<file path="config.mk">
export PLATFORM = sky130hd
export DESIGN_NAME = l1_dcache_top
export DESIGN_NICKNAME = d
export VERILOG_FILES = /design/src/l1_pkg.sv /design/src/l1_dcache_top.sv /design/src/mem_arbiter.sv /design/src/cache_bank.sv /design/src/req_router.sv
export SDC_FILE = /design/constraint.sdc
export NUM_CORES = 2
export LEC_CHECK = 0
export BUFFER_PORTS_ARGS = -buffer_cell sky130_fd_sc_hd__buf_4
export CAP_MARGIN = 20
export CORE_ASPECT_RATIO = 1.25
export CORE_MARGIN = 8
export CORE_UTILIZATION = 62
export DETAILED_ROUTE_END_ITERATION = 10
export PLACE_DENSITY = 0.79
export REMOVE_ABC_BUFFERS = 1
export SLEW_MARGIN = 20
export SYNTH_ARGS = -nofsm -noshare
export SYNTH_HDL_FRONTEND = slang
export SYNTH_SLANG_ARGS = --single-unit
export TNS_END_PERCENT = 1
</file>
<file path="constraint.sdc">
create_clock -name clk_i -period 11.2 [get_ports clk_i]
set_input_delay 0.56 -clock clk_i [delete_from_list [all_inputs] [get_ports clk_i]]
set_output_delay 0.56 -clock clk_i [all_outputs]
set_load 0.005 [all_outputs]
</file>
<file path="src/l1_pkg.sv">
// shared definitions for the banked write-through L1 data cache
//   widths for address, data, transaction id and bank tag
//   memory opcode and bank FSM state enums
//   packed request/response structs for the CPU and memory sides

package l1_pkg;

  ////////////////////////////////////////////////////////////////////////////
  // widths
  ////////////////////////////////////////////////////////////////////////////

  localparam int ADDR_W    = 16;  // byte address
  localparam int DATA_W    = 32;  // one word per line
  localparam int TID_W     = 4;   // cpu transaction id
  localparam int BANK_ID_W = 3;   // up to 8 banks on the memory port

  ////////////////////////////////////////////////////////////////////////////
  // enums
  ////////////////////////////////////////////////////////////////////////////

  typedef enum logic {
    MEM_LOAD  = 1'b0,
    MEM_STORE = 1'b1
  } mem_op_e;

  typedef enum logic [2:0] {
    BK_IDLE,       // ready for a new cpu request
    BK_MISS_REQ,   // load miss, waiting for memory ack
    BK_MISS_WAIT,  // ack seen, waiting for return data
    BK_STORE_REQ,  // write-through, waiting for memory ack
    BK_RSP         // response held until the router takes it
  } bank_state_e;

  ////////////////////////////////////////////////////////////////////////////
  // structs
  ////////////////////////////////////////////////////////////////////////////

  typedef struct packed {
    logic              we;     // 1 = store
    logic [ADDR_W-1:0] addr;   // byte address
    logic [DATA_W-1:0] wdata;
    logic [TID_W-1:0]  tid;
  } cpu_req_t;

  typedef struct packed {
    logic [DATA_W-1:0] rdata;     // zero for stores
    logic [TID_W-1:0]  tid;       // echoed from the request
    logic              is_store;
  } cpu_rsp_t;

  typedef struct packed {
    mem_op_e              op;
    logic [ADDR_W-1:0]    addr;   // word aligned
    logic [DATA_W-1:0]    data;   // store data, don't care for loads
    logic [BANK_ID_W-1:0] bank;   // stamped by the arbiter
  } mem_req_t;

  typedef struct packed {
    logic [DATA_W-1:0]    data;
    logic [BANK_ID_W-1:0] bank;   // steers the return to its bank
  } mem_rtrn_t;

endpackage
</file>
<file path="src/l1_dcache_top.sv">
// top level of the banked write-through L1 data cache
//   cpu request router
//   NumBanks direct-mapped banks in a generate loop
//   round-robin memory arbiter onto the single memory port

`timescale 1ns/100ps

module l1_dcache_top #(
  parameter int NumBanks    = 4,
  parameter int SetsPerBank = 8
) (
  input  logic                     clk_i,
  input  logic                     rst_n_i,
  input  logic                     flush_i,      // one-cycle strobe, only while idle
  // cpu port
  input  logic                     req_i,
  input  l1_pkg::cpu_req_t         req_data_i,
  output logic                     gnt_o,
  output logic                     rsp_vld_o,
  output l1_pkg::cpu_rsp_t         rsp_o,
  // memory port
  output logic                     mem_req_vld_o,
  output l1_pkg::mem_req_t         mem_req_o,
  input  logic                     mem_ack_i,
  input  logic                     mem_rtrn_vld_i,
  input  l1_pkg::mem_rtrn_t        mem_rtrn_i,
  // status
  output logic     [NumBanks-1:0]  miss_o,
  output logic                     busy_o
);

  // router <-> banks
  logic             [NumBanks-1:0] bank_req, bank_gnt, bank_rsp_vld, bank_rsp_take;
  l1_pkg::cpu_req_t                bank_req_data;
  l1_pkg::cpu_rsp_t [NumBanks-1:0] bank_rsp;
  // banks <-> arbiter
  logic             [NumBanks-1:0] mem_vld, mem_ack, rtrn_vld;
  l1_pkg::mem_req_t [NumBanks-1:0] mem_req;
  l1_pkg::mem_rtrn_t               bank_rtrn;
  logic             [NumBanks-1:0] bank_busy;

  assign busy_o = |bank_busy;

  req_router #(
    .NumBanks(NumBanks)
  ) i_router (
    .clk_i          (clk_i),
    .rst_n_i        (rst_n_i),
    .req_i          (req_i),
    .req_data_i     (req_data_i),
    .gnt_o          (gnt_o),
    .rsp_vld_o      (rsp_vld_o),
    .rsp_o          (rsp_o),
    .bank_req_o     (bank_req),
    .bank_req_data_o(bank_req_data),
    .bank_gnt_i     (bank_gnt),
    .bank_rsp_vld_i (bank_rsp_vld),
    .bank_rsp_i     (bank_rsp),
    .bank_rsp_take_o(bank_rsp_take)
  );

  for (genvar b = 0; b < NumBanks; b++) begin : gen_bank
    cache_bank #(
      .NumBanks   (NumBanks),
      .SetsPerBank(SetsPerBank)
    ) i_bank (
      .clk_i         (clk_i),
      .rst_n_i       (rst_n_i),
      .flush_i       (flush_i),
      .req_i         (bank_req[b]),
      .req_data_i    (bank_req_data),
      .gnt_o         (bank_gnt[b]),
      .rsp_vld_o     (bank_rsp_vld[b]),
      .rsp_o         (bank_rsp[b]),
      .rsp_take_i    (bank_rsp_take[b]),
      .mem_req_vld_o (mem_vld[b]),
      .mem_req_o     (mem_req[b]),
      .mem_ack_i     (mem_ack[b]),
      .mem_rtrn_vld_i(rtrn_vld[b]),
      .mem_rtrn_i    (bank_rtrn),
      .miss_o        (miss_o[b]),
      .busy_o        (bank_busy[b])
    );
  end

  mem_arbiter #(
    .NumBanks(NumBanks)
  ) i_arbiter (
    .clk_i          (clk_i),
    .rst_n_i        (rst_n_i),
    .bank_req_vld_i (mem_vld),
    .bank_req_i     (mem_req),
    .bank_ack_o     (mem_ack),
    .bank_rtrn_vld_o(rtrn_vld),
    .bank_rtrn_o    (bank_rtrn),
    .mem_req_vld_o  (mem_req_vld_o),
    .mem_req_o      (mem_req_o),
    .mem_ack_i      (mem_ack_i),
    .mem_rtrn_vld_i (mem_rtrn_vld_i),
    .mem_rtrn_i     (mem_rtrn_i)
  );

endmodule

</file>
<file path="src/mem_arbiter.sv">
// memory port arbiter
//   round-robin pick over the bank request levels, locked until ack
//   stamps the winning bank index into the request
//   steers acks to the winner and returns by their bank tag

`timescale 1ns/100ps

module mem_arbiter #(
  parameter int NumBanks = 4
) (
  input  logic                              clk_i,
  input  logic                              rst_n_i,
  // bank side
  input  logic              [NumBanks-1:0]  bank_req_vld_i,
  input  l1_pkg::mem_req_t  [NumBanks-1:0]  bank_req_i,
  output logic              [NumBanks-1:0]  bank_ack_o,
  output logic              [NumBanks-1:0]  bank_rtrn_vld_o,
  output l1_pkg::mem_rtrn_t                 bank_rtrn_o,
  // memory side
  output logic                              mem_req_vld_o,
  output l1_pkg::mem_req_t                  mem_req_o,
  input  logic                              mem_ack_i,
  input  logic                              mem_rtrn_vld_i,
  input  l1_pkg::mem_rtrn_t                 mem_rtrn_i
);

  localparam int BankW   = $clog2(NumBanks);
  localparam int BankIdW = l1_pkg::BANK_ID_W;

  logic [BankW-1:0] rr_ptr_q;   // first bank looked at
  logic             lock_q;     // winner waits for ack
  logic [BankW-1:0] win_q;
  logic [BankW-1:0] pick_idx, win;
  logic             pick_any;

  ////////////////////////////////////////////////////////////////////////////
  // round-robin pick
  ////////////////////////////////////////////////////////////////////////////

  always_comb begin
    logic [BankW-1:0] cand;
    pick_idx = rr_ptr_q;
    pick_any = 1'b0;
    for (int i = 0; i < NumBanks; i++) begin
      cand = rr_ptr_q + BankW'(i);  // wraps, NumBanks is a power of two
      if (!pick_any && bank_req_vld_i[cand]) begin
        pick_idx = cand;
        pick_any = 1'b1;
      end
    end
  end

  assign win = lock_q ? win_q : pick_idx;

  always_ff @(posedge clk_i) begin
    if (!rst_n_i) begin
      rr_ptr_q <= '0;
      lock_q   <= 1'b0;
      win_q    <= '0;
    end else if (mem_req_vld_o) begin
      if (mem_ack_i) begin
        lock_q   <= 1'b0;
        rr_ptr_q <= win + BankW'(1);  // served bank goes to the back
      end else begin
        lock_q <= 1'b1;
        win_q  <= win;
      end
    end
  end

  ////////////////////////////////////////////////////////////////////////////
  // forward and steer
  ////////////////////////////////////////////////////////////////////////////

  assign mem_req_vld_o = lock_q | pick_any;

  always_comb begin
    mem_req_o      = bank_req_i[win];
    mem_req_o.bank = BankIdW'(win);
  end

  always_comb begin
    bank_ack_o      = '0;
    bank_ack_o[win] = mem_ack_i & mem_req_vld_o;
  end

  always_comb begin
    for (int i = 0; i < NumBanks; i++) begin
      bank_rtrn_vld_o[i] = mem_rtrn_vld_i & (mem_rtrn_i.bank == BankIdW'(i));
    end
  end

  assign bank_rtrn_o = mem_rtrn_i;  // data broadcast, valid decoded per bank

  // pending request stays put until memory acks it
  a_winner_stable : assert property (
    @(posedge clk_i) disable iff (!rst_n_i)
    (mem_req_vld_o && !mem_ack_i) |=> (mem_req_vld_o && $stable(mem_req_o))
  ) else $error("memory request changed before ack");

endmodule

</file>
<file path="src/cache_bank.sv">
// one direct-mapped write-through cache bank
//   valid/tag/data arrays with one word per line
//   bank FSM for load hit, load miss with fill, and store write-through
//   held response level towards the router, held request level towards memory

`timescale 1ns/100ps

module cache_bank #(
  parameter int NumBanks    = 4,
  parameter int SetsPerBank = 8
) (
  input  logic              clk_i,
  input  logic              rst_n_i,
  input  logic              flush_i,
  // cpu side, from the router
  input  logic              req_i,
  input  l1_pkg::cpu_req_t  req_data_i,
  output logic              gnt_o,
  output logic              rsp_vld_o,
  output l1_pkg::cpu_rsp_t  rsp_o,
  input  logic              rsp_take_i,
  // memory side, towards the arbiter
  output logic              mem_req_vld_o,
  output l1_pkg::mem_req_t  mem_req_o,
  input  logic              mem_ack_i,
  input  logic              mem_rtrn_vld_i,
  input  l1_pkg::mem_rtrn_t mem_rtrn_i,
  // status
  output logic              miss_o,
  output logic              busy_o
);

  localparam int BankW = $clog2(NumBanks);
  localparam int IdxW  = $clog2(SetsPerBank);
  localparam int TagW  = l1_pkg::ADDR_W - 2 - BankW - IdxW;

  l1_pkg::bank_state_e state_q, state_d;

  logic [SetsPerBank-1:0]    valid_q;
  logic [TagW-1:0]           tag_q  [SetsPerBank];
  logic [l1_pkg::DATA_W-1:0] data_q [SetsPerBank];

  l1_pkg::cpu_req_t          req_q;    // request in flight
  logic [l1_pkg::DATA_W-1:0] rdata_q;  // load result or zero for stores
  logic                      miss_q;

  logic [IdxW-1:0] req_idx, fill_idx;
  logic [TagW-1:0] req_tag, fill_tag;
  logic            gnt, hit, fill;

  ////////////////////////////////////////////////////////////////////////////
  // lookup
  ////////////////////////////////////////////////////////////////////////////

  assign req_idx  = req_data_i.addr[2+BankW +: IdxW];   // above the bank bits
  assign req_tag  = req_data_i.addr[l1_pkg::ADDR_W-1 -: TagW];
  assign fill_idx = req_q.addr[2+BankW +: IdxW];
  assign fill_tag = req_q.addr[l1_pkg::ADDR_W-1 -: TagW];

  assign gnt  = req_i & (state_q == l1_pkg::BK_IDLE);
  assign hit  = valid_q[req_idx] & (tag_q[req_idx] == req_tag);
  assign fill = (state_q == l1_pkg::BK_MISS_WAIT) & mem_rtrn_vld_i;

  ////////////////////////////////////////////////////////////////////////////
  // bank FSM
  ////////////////////////////////////////////////////////////////////////////

  always_comb begin
    state_d = state_q;
    unique case (state_q)
      l1_pkg::BK_IDLE: begin
        if (gnt) begin
          if (req_data_i.we) state_d = l1_pkg::BK_STORE_REQ;  // write-through always
          else if (hit)      state_d = l1_pkg::BK_RSP;
          else               state_d = l1_pkg::BK_MISS_REQ;
        end
      end
      l1_pkg::BK_MISS_REQ:  if (mem_ack_i)  state_d = l1_pkg::BK_MISS_WAIT;
      l1_pkg::BK_MISS_WAIT: if (fill)       state_d = l1_pkg::BK_RSP;
      l1_pkg::BK_STORE_REQ: if (mem_ack_i)  state_d = l1_pkg::BK_RSP;  // no return for stores
      l1_pkg::BK_RSP:       if (rsp_take_i) state_d = l1_pkg::BK_IDLE;
      default:                              state_d = l1_pkg::BK_IDLE;
    endcase
  end

  always_ff @(posedge clk_i) begin
    if (!rst_n_i) begin
      state_q <= l1_pkg::BK_IDLE;
      valid_q <= '0;
      miss_q  <= 1'b0;
    end else begin
      state_q <= state_d;
      miss_q  <= gnt & ~req_data_i.we & ~hit;  // one pulse per load miss
      if (fill) valid_q[fill_idx] <= 1'b1;
      // flush wins, only legal while idle anyway
      if (flush_i) valid_q <= '0;
    end
  end

  ////////////////////////////////////////////////////////////////////////////
  // arrays and payload
  ////////////////////////////////////////////////////////////////////////////

  always_ff @(posedge clk_i) begin
    if (gnt) begin
      req_q   <= req_data_i;
      rdata_q <= req_data_i.we ? '0 : data_q[req_idx];
      // store hit updates the line, store miss does not allocate
      if (req_data_i.we && hit) data_q[req_idx] <= req_data_i.wdata;
    end
    if (fill) begin
      tag_q[fill_idx]  <= fill_tag;
      data_q[fill_idx] <= mem_rtrn_i.data;
      rdata_q          <= mem_rtrn_i.data;
    end
  end

  ////////////////////////////////////////////////////////////////////////////
  // outputs
  ////////////////////////////////////////////////////////////////////////////

  assign gnt_o         = gnt;
  assign rsp_vld_o     = (state_q == l1_pkg::BK_RSP);  // level until taken
  assign rsp_o.rdata    = rdata_q;
  assign rsp_o.tid      = req_q.tid;
  assign rsp_o.is_store = req_q.we;

  assign mem_req_vld_o  = (state_q == l1_pkg::BK_MISS_REQ) ||
                          (state_q == l1_pkg::BK_STORE_REQ);
  assign mem_req_o.op   = req_q.we ? l1_pkg::MEM_STORE : l1_pkg::MEM_LOAD;
  assign mem_req_o.addr = {req_q.addr[l1_pkg::ADDR_W-1:2], 2'b00};
  assign mem_req_o.data = req_q.wdata;
  assign mem_req_o.bank = '0;  // arbiter stamps the real index

  assign miss_o = miss_q;
  assign busy_o = (state_q != l1_pkg::BK_IDLE);

  // flush is only allowed when the whole cache is quiet
  a_flush_idle : assert property (
    @(posedge clk_i) disable iff (!rst_n_i)
    flush_i |-> (state_q == l1_pkg::BK_IDLE)
  ) else $error("flush_i while bank busy");

  // the arbiter must only steer returns to a bank that waits for one
  a_rtrn_in_wait : assert property (
    @(posedge clk_i) disable iff (!rst_n_i)
    mem_rtrn_vld_i |-> (state_q == l1_pkg::BK_MISS_WAIT)
  ) else $error("memory return outside BK_MISS_WAIT");

endmodule

</file>
<file path="src/req_router.sv">
// cpu side request router
//   decodes the bank from the word address and forwards the request
//   returns the addressed bank's grant to the cpu
//   merges held bank responses by fixed priority into one response register

`timescale 1ns/100ps

module req_router #(
  parameter int NumBanks = 4
) (
  input  logic                                 clk_i,
  input  logic                                 rst_n_i,
  // cpu side
  input  logic                                 req_i,
  input  l1_pkg::cpu_req_t                     req_data_i,
  output logic                                 gnt_o,
  output logic                                 rsp_vld_o,
  output l1_pkg::cpu_rsp_t                     rsp_o,
  // bank side
  output logic             [NumBanks-1:0]      bank_req_o,
  output l1_pkg::cpu_req_t                     bank_req_data_o,
  input  logic             [NumBanks-1:0]      bank_gnt_i,
  input  logic             [NumBanks-1:0]      bank_rsp_vld_i,
  input  l1_pkg::cpu_rsp_t [NumBanks-1:0]      bank_rsp_i,
  output logic             [NumBanks-1:0]      bank_rsp_take_o
);

  localparam int BankW = $clog2(NumBanks);

  logic [BankW-1:0] bank_sel;   // addressed bank
  logic [BankW-1:0] take_idx;   // lowest valid responder
  logic             rsp_vld_q;
  l1_pkg::cpu_rsp_t rsp_q;

  ////////////////////////////////////////////////////////////////////////////
  // request path
  ////////////////////////////////////////////////////////////////////////////

  assign bank_sel        = req_data_i.addr[2 +: BankW];  // word-interleaved
  assign bank_req_data_o = req_data_i;                    // shared by all banks

  always_comb begin
    bank_req_o           = '0;
    bank_req_o[bank_sel] = req_i;  // one-hot towards the addressed bank
  end

  assign gnt_o = req_i & bank_gnt_i[bank_sel];  // bank grants when idle

  ////////////////////////////////////////////////////////////////////////////
  // response merge
  ////////////////////////////////////////////////////////////////////////////

  // fixed priority, lowest index wins
  always_comb begin
    take_idx = '0;
    for (int i = NumBanks - 1; i >= 0; i--) begin
      if (bank_rsp_vld_i[i]) take_idx = BankW'(i);
    end
  end

  always_comb begin
    bank_rsp_take_o = '0;
    bank_rsp_take_o[take_idx] = |bank_rsp_vld_i;
  end

  always_ff @(posedge clk_i) begin
    if (!rst_n_i) begin
      rsp_vld_q <= 1'b0;
    end else begin
      rsp_vld_q <= |bank_rsp_vld_i;  // one cycle from take to rsp_vld_o
    end
  end

  always_ff @(posedge clk_i) begin
    rsp_q <= bank_rsp_i[take_idx];  // payload only, qualified by rsp_vld_q
  end

  assign rsp_vld_o = rsp_vld_q;
  assign rsp_o     = rsp_q;

  // a taken response leaves its bank, so no response is taken twice
  a_single_take : assert property (
    @(posedge clk_i) disable iff (!rst_n_i)
    |bank_rsp_take_o |=> ((bank_rsp_vld_i & $past(bank_rsp_take_o)) == '0)
  ) else $error("bank response still held after it was taken");

endmodule

</file>
# Word-level counts from Yosys, hierarchy flattened
# Memories as Yosys holds them, arrays and structs flattened.
# Index checks and enable logic that the tools add are counted.
dict set report totals {
  in_bits 94
  output_inout_bits 97
  n_memories 8
  elab_cells 330
  ram_bits 1312
  ff_bits 431
}
# memory words width rd rd_clocked_by_memory_dff write_ports line_no
set memory_table {}
lappend memory_table {{gen_bank[0].i_bank.data_q} 8 32 1 0 1 cache_bank.sv:41} ;# logic [l1_pkg::DATA_W-1:0] data_q [SetsPerBank];
lappend memory_table {{gen_bank[1].i_bank.data_q} 8 32 1 0 1 cache_bank.sv:41}
lappend memory_table {{gen_bank[2].i_bank.data_q} 8 32 1 0 1 cache_bank.sv:41}
lappend memory_table {{gen_bank[3].i_bank.data_q} 8 32 1 0 1 cache_bank.sv:41}
lappend memory_table {{gen_bank[0].i_bank.tag_q} 8 9 1 0 1 cache_bank.sv:40} ;# logic [TagW-1:0] tag_q [SetsPerBank];
lappend memory_table {{gen_bank[1].i_bank.tag_q} 8 9 1 0 1 cache_bank.sv:40}
lappend memory_table {{+2 memories} - - - - - -}
dict set report classes {
  n_eq_ne 43
  n_mux 129
  order_cmp 19
  n_addsub 4
  n_bitwise 41
  n_reduce_logical 47
}
# cell n
set ops {}
lappend ops {{32-bit 2-to-1 mux} 16}
lappend ops {{32-bit OR reduction} 4}
lappend ops {{52-bit binary-select mux with 2-bit select} 1}
lappend ops {{3-bit 2-to-1 mux} 32}
lappend ops {{37-bit binary-select mux with 2-bit select} 1}
lappend ops {{3-bit case mux with 5 select lines} 4}
lappend ops {{52-bit 2-to-1 mux} 1}
lappend ops {{1-bit 2-to-1 mux} 49}
lappend ops {{37-bit 2-to-1 mux} 1}
lappend ops {{9-bit == test} 4}
lappend ops {{2-bit by 1-bit inequality test with 1-bit output, second input constant} 16}
lappend ops {{8-bit bitwise OR} 4}
lappend ops {{3-bit by 2-bit == test with 1-bit output, second input constant} 10}
lappend ops {{1-bit AND} 26}
lappend ops {{2-bit by 3-bit < comparator with 1-bit output, second input constant} 7}
lappend ops {{3-bit by 4-bit < comparator with 1-bit output, second input constant} 5}
lappend ops {{5-bit AND reduction} 4}
lappend ops {{2-bit 2-to-1 mux} 8}
lappend ops {{3-bit by 1-bit == test with 1-bit output, second input constant} 5}
lappend ops {{3-bit logical NOT} 5}
lappend ops {{1-bit logical AND} 14}
lappend ops {{4-bit AND} 3}
lappend ops {{1-bit binary-select mux with 3-bit select} 4}
lappend ops {{1-bit demux with 3-bit select} 4}
lappend ops {{17 further kinds} 55}

# Logic depth before layout (Yosys ltp)
dict set report logic_depth {
  depth_word 22
  ltp_mapped 11
  depth_no_buf 8
}

# Modules after synthesis
# A second synthesis with hierarchy kept.
dict set report hier_totals {
  cells_unflattened 3879
  area_unflattened_um2 69930.8
}
# mod instances cells_per_inst seq_area_each_um2 area_per_inst_um2
set by_module_without_submodules {}
lappend by_module_without_submodules {{cache_bank (gen_bank[2].i_bank)} 1 838 12582.1 16305.6}
lappend by_module_without_submodules {{cache_bank (gen_bank[0].i_bank)} 1 838 12582.1 16285.6}
lappend by_module_without_submodules {{cache_bank (gen_bank[1].i_bank)} 1 830 12582.1 16244.3}
lappend by_module_without_submodules {{cache_bank (gen_bank[3].i_bank)} 1 830 12582.1 16240.6}
lappend by_module_without_submodules {req_router 1 280 760.7 2446.1}
lappend by_module_without_submodules {mem_arbiter 1 262 100.1 2401.1}
lappend by_module_without_submodules {l1_dcache_top 1 1 0.0 7.5}

# Worst setup path after synthesis
# OpenSTA, ideal clock, no wires.
dict set report synth_path {
  path_type {input -> register}
  from {input req_data_i[38] (netlist bit)}
  to {memory gen_bank[0].i_bank.data_q[6][0] (netlist bit), enable pin}
  cell_stages 4
  required_time_ps 10728
  path_buffers 0
  path_slack_ps 1362
  setup_ps 472
  arrival_time_ps 9366
  cell_sequence {or3b_2 > nor4_1 > nand3_1 > o32ai_1}
}
dict set report synth_via {
  elab_chain_len 9
  word_cells_on_any_way 10
  classes_between {2 x order compare; 5 x mux; 2 x bitwise; 1 x reduce/logical}
}
# element line_no
set synth_lines {}
lappend synth_lines {{start: declaration} l1_dcache_top.sv:17} ;# input l1_pkg::cpu_req_t req_data_i,
lappend synth_lines {{2-bit by 3-bit < comparator with 1-bit output (implied by the code) / 2-bit by 1-bit >= comparator with 1-bit output (equally long branches)} req_router.sv:44} ;# bank_req_o[bank_sel] = req_i;
lappend synth_lines {{1-bit logical AND (implied by the code)} req_router.sv:44}
lappend synth_lines {{1-bit 2-to-1 mux (implied by the code)} req_router.sv:44}
lappend synth_lines {{1-bit demux with 2-bit select (*)} -}
lappend synth_lines {{4-bit AND (no source line) (*)} -}
lappend synth_lines {{1-bit AND (*)} cache_bank.sv:60} ;# assign gnt = req_i & (state_q == l1_pkg::BK_IDLE);
lappend synth_lines {{net gen_bank[0].i_bank.gnt_o} cache_bank.sv:18} ;# output logic gnt_o,
lappend synth_lines {{1-bit 2-to-1 mux (*)} cache_bank.sv:105} ;# if (gnt) begin
lappend synth_lines {{1-bit 2-to-1 mux (implied by the code) (*)} cache_bank.sv:109} ;# if (req_data_i.we && hit) data_q[req_idx] <= req_data_i.wdata;
lappend synth_lines {{1-bit 2-to-1 mux (no source line) (*)} -}
lappend synth_lines {{end: declaration} cache_bank.sv:41}
# The timed path passes the listed nets; every way through them passes the cells marked *.

==> run metrics <==
unrepaired setup endpoints after global routing false; logic gate share of total power 0.157; H-tree depth 4; WL per Instance 32.8 um; Yosys top cell by area edfxtp_1; io pins 191; initial antenna violation count 14; core area 109000 um^2; hold endpoint gen_bank[3].i_bank.mem_req_o[38]$_DFFE_PP_; Overflow after GRT 0; share of layout cells above drive strength 1 0.225; Total Wirelength 181 mm; Worst R2R Start gen_bank[1].i_bank.tag_q[6][1]$_DFFE_PP_; Area Growth Syn to Fin 12.7%; Via Count 37300; Setup Skew 0.0362 ns; top_reg_cell synth edfxtp_1; DR vias/cell 6.79; Routed Antenna Nets 0; Max Slew Vio Count 0; most frequent cells in the layout edfxtp_1 (1644), nand2_1 (424), mux4_2 (330); Power Dens Cells 197 nW/um^2; cell area after synthesis 68100 um^2; switching share of power 0.264; EDFF count, synth 1644; CTS clk-pin slew, worst paths 0.06 ns; R2R Path End gen_bank[1].i_bank.data_q[4][12]$_DFFE_PP_; fmax 0.194 GHz; Cell Int Power 0.0111 W; input/output buffers 185; Fillers 6456; worst vdd ir 0.229 mV; Sequential Area 51200 um^2; CP Max Fanout 78; Tightest Pin Transition 1.15 ns; commonest non-fill, non-tap cell in the layout edfxtp_1; CTS tree built; routability cong. 0.847; post-route DRC violation count 0; FP Rows 136; WHS Path Cells 1; largest net degree at the start of global routing 151; synth top area cells edfxtp_1 (73%), mux4_2 (11%), mux2i_1 (3.8%); multi-input combinational cell area 16400 um^2; vias in the first global route 37500; LEAKAGE 25.8 nW; Hold Crit Start req_data_i[39]; status completed; R2R Setup Slk 7.30 ns; critical path arrival 4.60 ns; Gate Count Post-Synth 3670; sequential cell area fraction in the yosys report 0.752; relative slew slack 0.231; setup TNS 0 ns; crit path capture type output port; first-pass GRT wire length 258 mm; Final Util 0.701; Synth async-reset ratio 0; Final Hold Violating Endpoints 0; class of the worst hold path primary input to flip-flop; sequential share of power 0.491; Psw 0.00398 W; Die X 312 um; clock share of power 0.352; max cap viols 0; Yosys cell types 69; fin nets 3998; Startpoint Class flip-flop; Clock Latency Late Sink 0.81 ns; Crit Path Class flip-flop to output port; die area 121000 um^2; hpwl dp 106 mm; worst reg2reg path depth 8; part of the cycle the worst path needs 0.461; Die H 386 um; maximum clock path buffer count 3; CTS root buf clkbuf_16; yosys warns 0; Min Clock Period, post-route 5.16 ns; Total GRT Usage 0.296; Pre-antenna DRT Iters 7; Initial Utilization 0.622; Sink Count 1735; post-synth top area share 0.725; initial DRC count 4516; #FFs+latches synth 1735; final setup violating endpoints 0; Mapped Avg Cell Area 18.5 um^2; Worst EP required 10.64 ns; CTS Buf Count 158
power groups by stage:
stage / sequential [W] / combinational (W) / clock, W
floorplan: 0.00749 / 0.00118 / 0
global placement: 0.00752 / 0.00229 / 0
detailed placement: 0.00753 / 0.00233 / 0
CTS: 0.00739 / 0.00236 / 0.00534
global route: 0.00740 / 0.00250 / 0.00558
finish: 0.00740 / 0.00237 / 0.00531
layout make-up:
cell class | count | area share
multi-input cells | 1717 | 0.213
diodes | 13 | 0.000424
well taps | 1449 | 0.0236
clock inverters | 95 | 0.0113
inverters | 17 | 0.000897
flip-flops and latches | 1735 | 0.667
repair buffers | 275 | 0.0277
clock buffers | 202 | 0.0555
through the flow:
stage	cells	total power, W	area, um^2	setup WS (ns)	hold WS (ns)
after CTS	5488	0.0151	76600	5.99	0.00472
final	5503	0.0151	76700	6.04	0.0606
after floorplan	3469	0.00867	67200	1.36	0.435
after global placement	5185	0.00982	71400	5.64	0.441
after detailed placement	5185	0.00986	71500	5.52	0.448
after global routing	5490	0.0155	76700	5.81	0.00390
how the worst max path moves through the flow:
stage / cells past startpoint / to / start / slack (ns)
floorplan: 4 / gen_bank[0].i_bank.data_q[6][0]$_DFFE_PP_ / req_data_i[38] / 1.36
global placement: 10 / gen_bank[1].i_bank.data_q[4][12]$_DFFE_PP_ / req_data_i[40] / 5.64
detailed placement: 10 / gen_bank[1].i_bank.data_q[4][12]$_DFFE_PP_ / req_data_i[40] / 5.52
CTS: 9 / mem_req_o[13] / gen_bank[0].i_bank.state_q[2]$_SDFFE_PN0P_ / 5.99
global route: 9 / mem_req_o[13] / gen_bank[0].i_bank.state_q[0]$_SDFFE_PN0P_ / 5.81
finish: 9 / mem_req_o[13] / gen_bank[0].i_bank.state_q[0]$_SDFFE_PN0P_ / 6.04
synth_stat cells, drive strengths merged, types with 3 or more instances:
cell	n
a211oi	52
a21o	3
a21oi	63
a22oi	45
a31oi	8
and2	54
and3	10
buf	102
clkbuf	101
dfxtp	91
edfxtp	1644
inv	17
mux2i	260
mux4	330
nand2	427
nand2b	11
nand3	13
nand4	10
nand4b	3
nor2	61
nor2b	12
nor3	30
nor3b	7
nor4	10
o211ai	5
o21a	36
o21ai	176
o21bai	8
o22ai	4
o31ai	4
or2	4
or4	4
xnor2	16
xor2	20
layer usage:
| layer | wire (um) | vias to the layer above | part of all wire | GRT usage |
|---|---|---|---|---|
| met5 | 82 | - | 0.00045 | 0 |
| li1 | - | 15100 | - | - |
| met3 | 20400 | 657 | 0.11 | 0.0748 |
| met4 | 14000 | 12 | 0.078 | 0.188 |
| met2 | 86400 | 2699 | 0.48 | 0.471 |
| met1 | 59700 | 18800 | 0.33 | 0.365 |
cell families after synthesis:
kind of cell	after synthesis	synth area share
buffers and inverters	220	0.0141
XOR/XNOR	36	0.00463
flip-flops	1735	0.752
AND/OR/NAND/NOR	665	0.0432
AO/OA/AOI/OAI	423	0.0386
other	1	0.0000551
multiplexers	590	0.147
registers in the layout, indices dropped and copies added, names as in the netlist, 4 cells and up:
| register | cells |
|---|---|
| gen_bank.i_bank.data_q | 1024 |
| gen_bank.i_bank.tag_q | 288 |
| gen_bank.i_bank.mem_req_o | 184 |
| gen_bank.i_bank.rdata_q | 128 |
| i_router.rsp_o | 37 |
| gen_bank.i_bank.valid_q | 32 |
| gen_bank.i_bank.rsp_o | 20 |
| gen_bank.i_bank.state_q | 12 |
| gen_bank.i_bank.miss_o | 4 |
timing repair:
action                                  4_1_cts  5_1_grt
buffers inserted                              0        0
endpoints found under the setup margin        0        0
gates resized for setup                       0        0
hold buffers                                  6        0
endpoints found under the hold margin        24        0
critical path, cell delays in order (launching register included):
cell	delay, ns
dfxtp_1	0.53
nor2b_1	0.32
nand2_1	0.11
and4_1	0.22
o41a_1	0.53
inv_4	0.32
buf_4	0.82
a211oi_1	0.09
a21oi_1	0.58
buf_4	0.24
(Power assumes the default switching activity.)
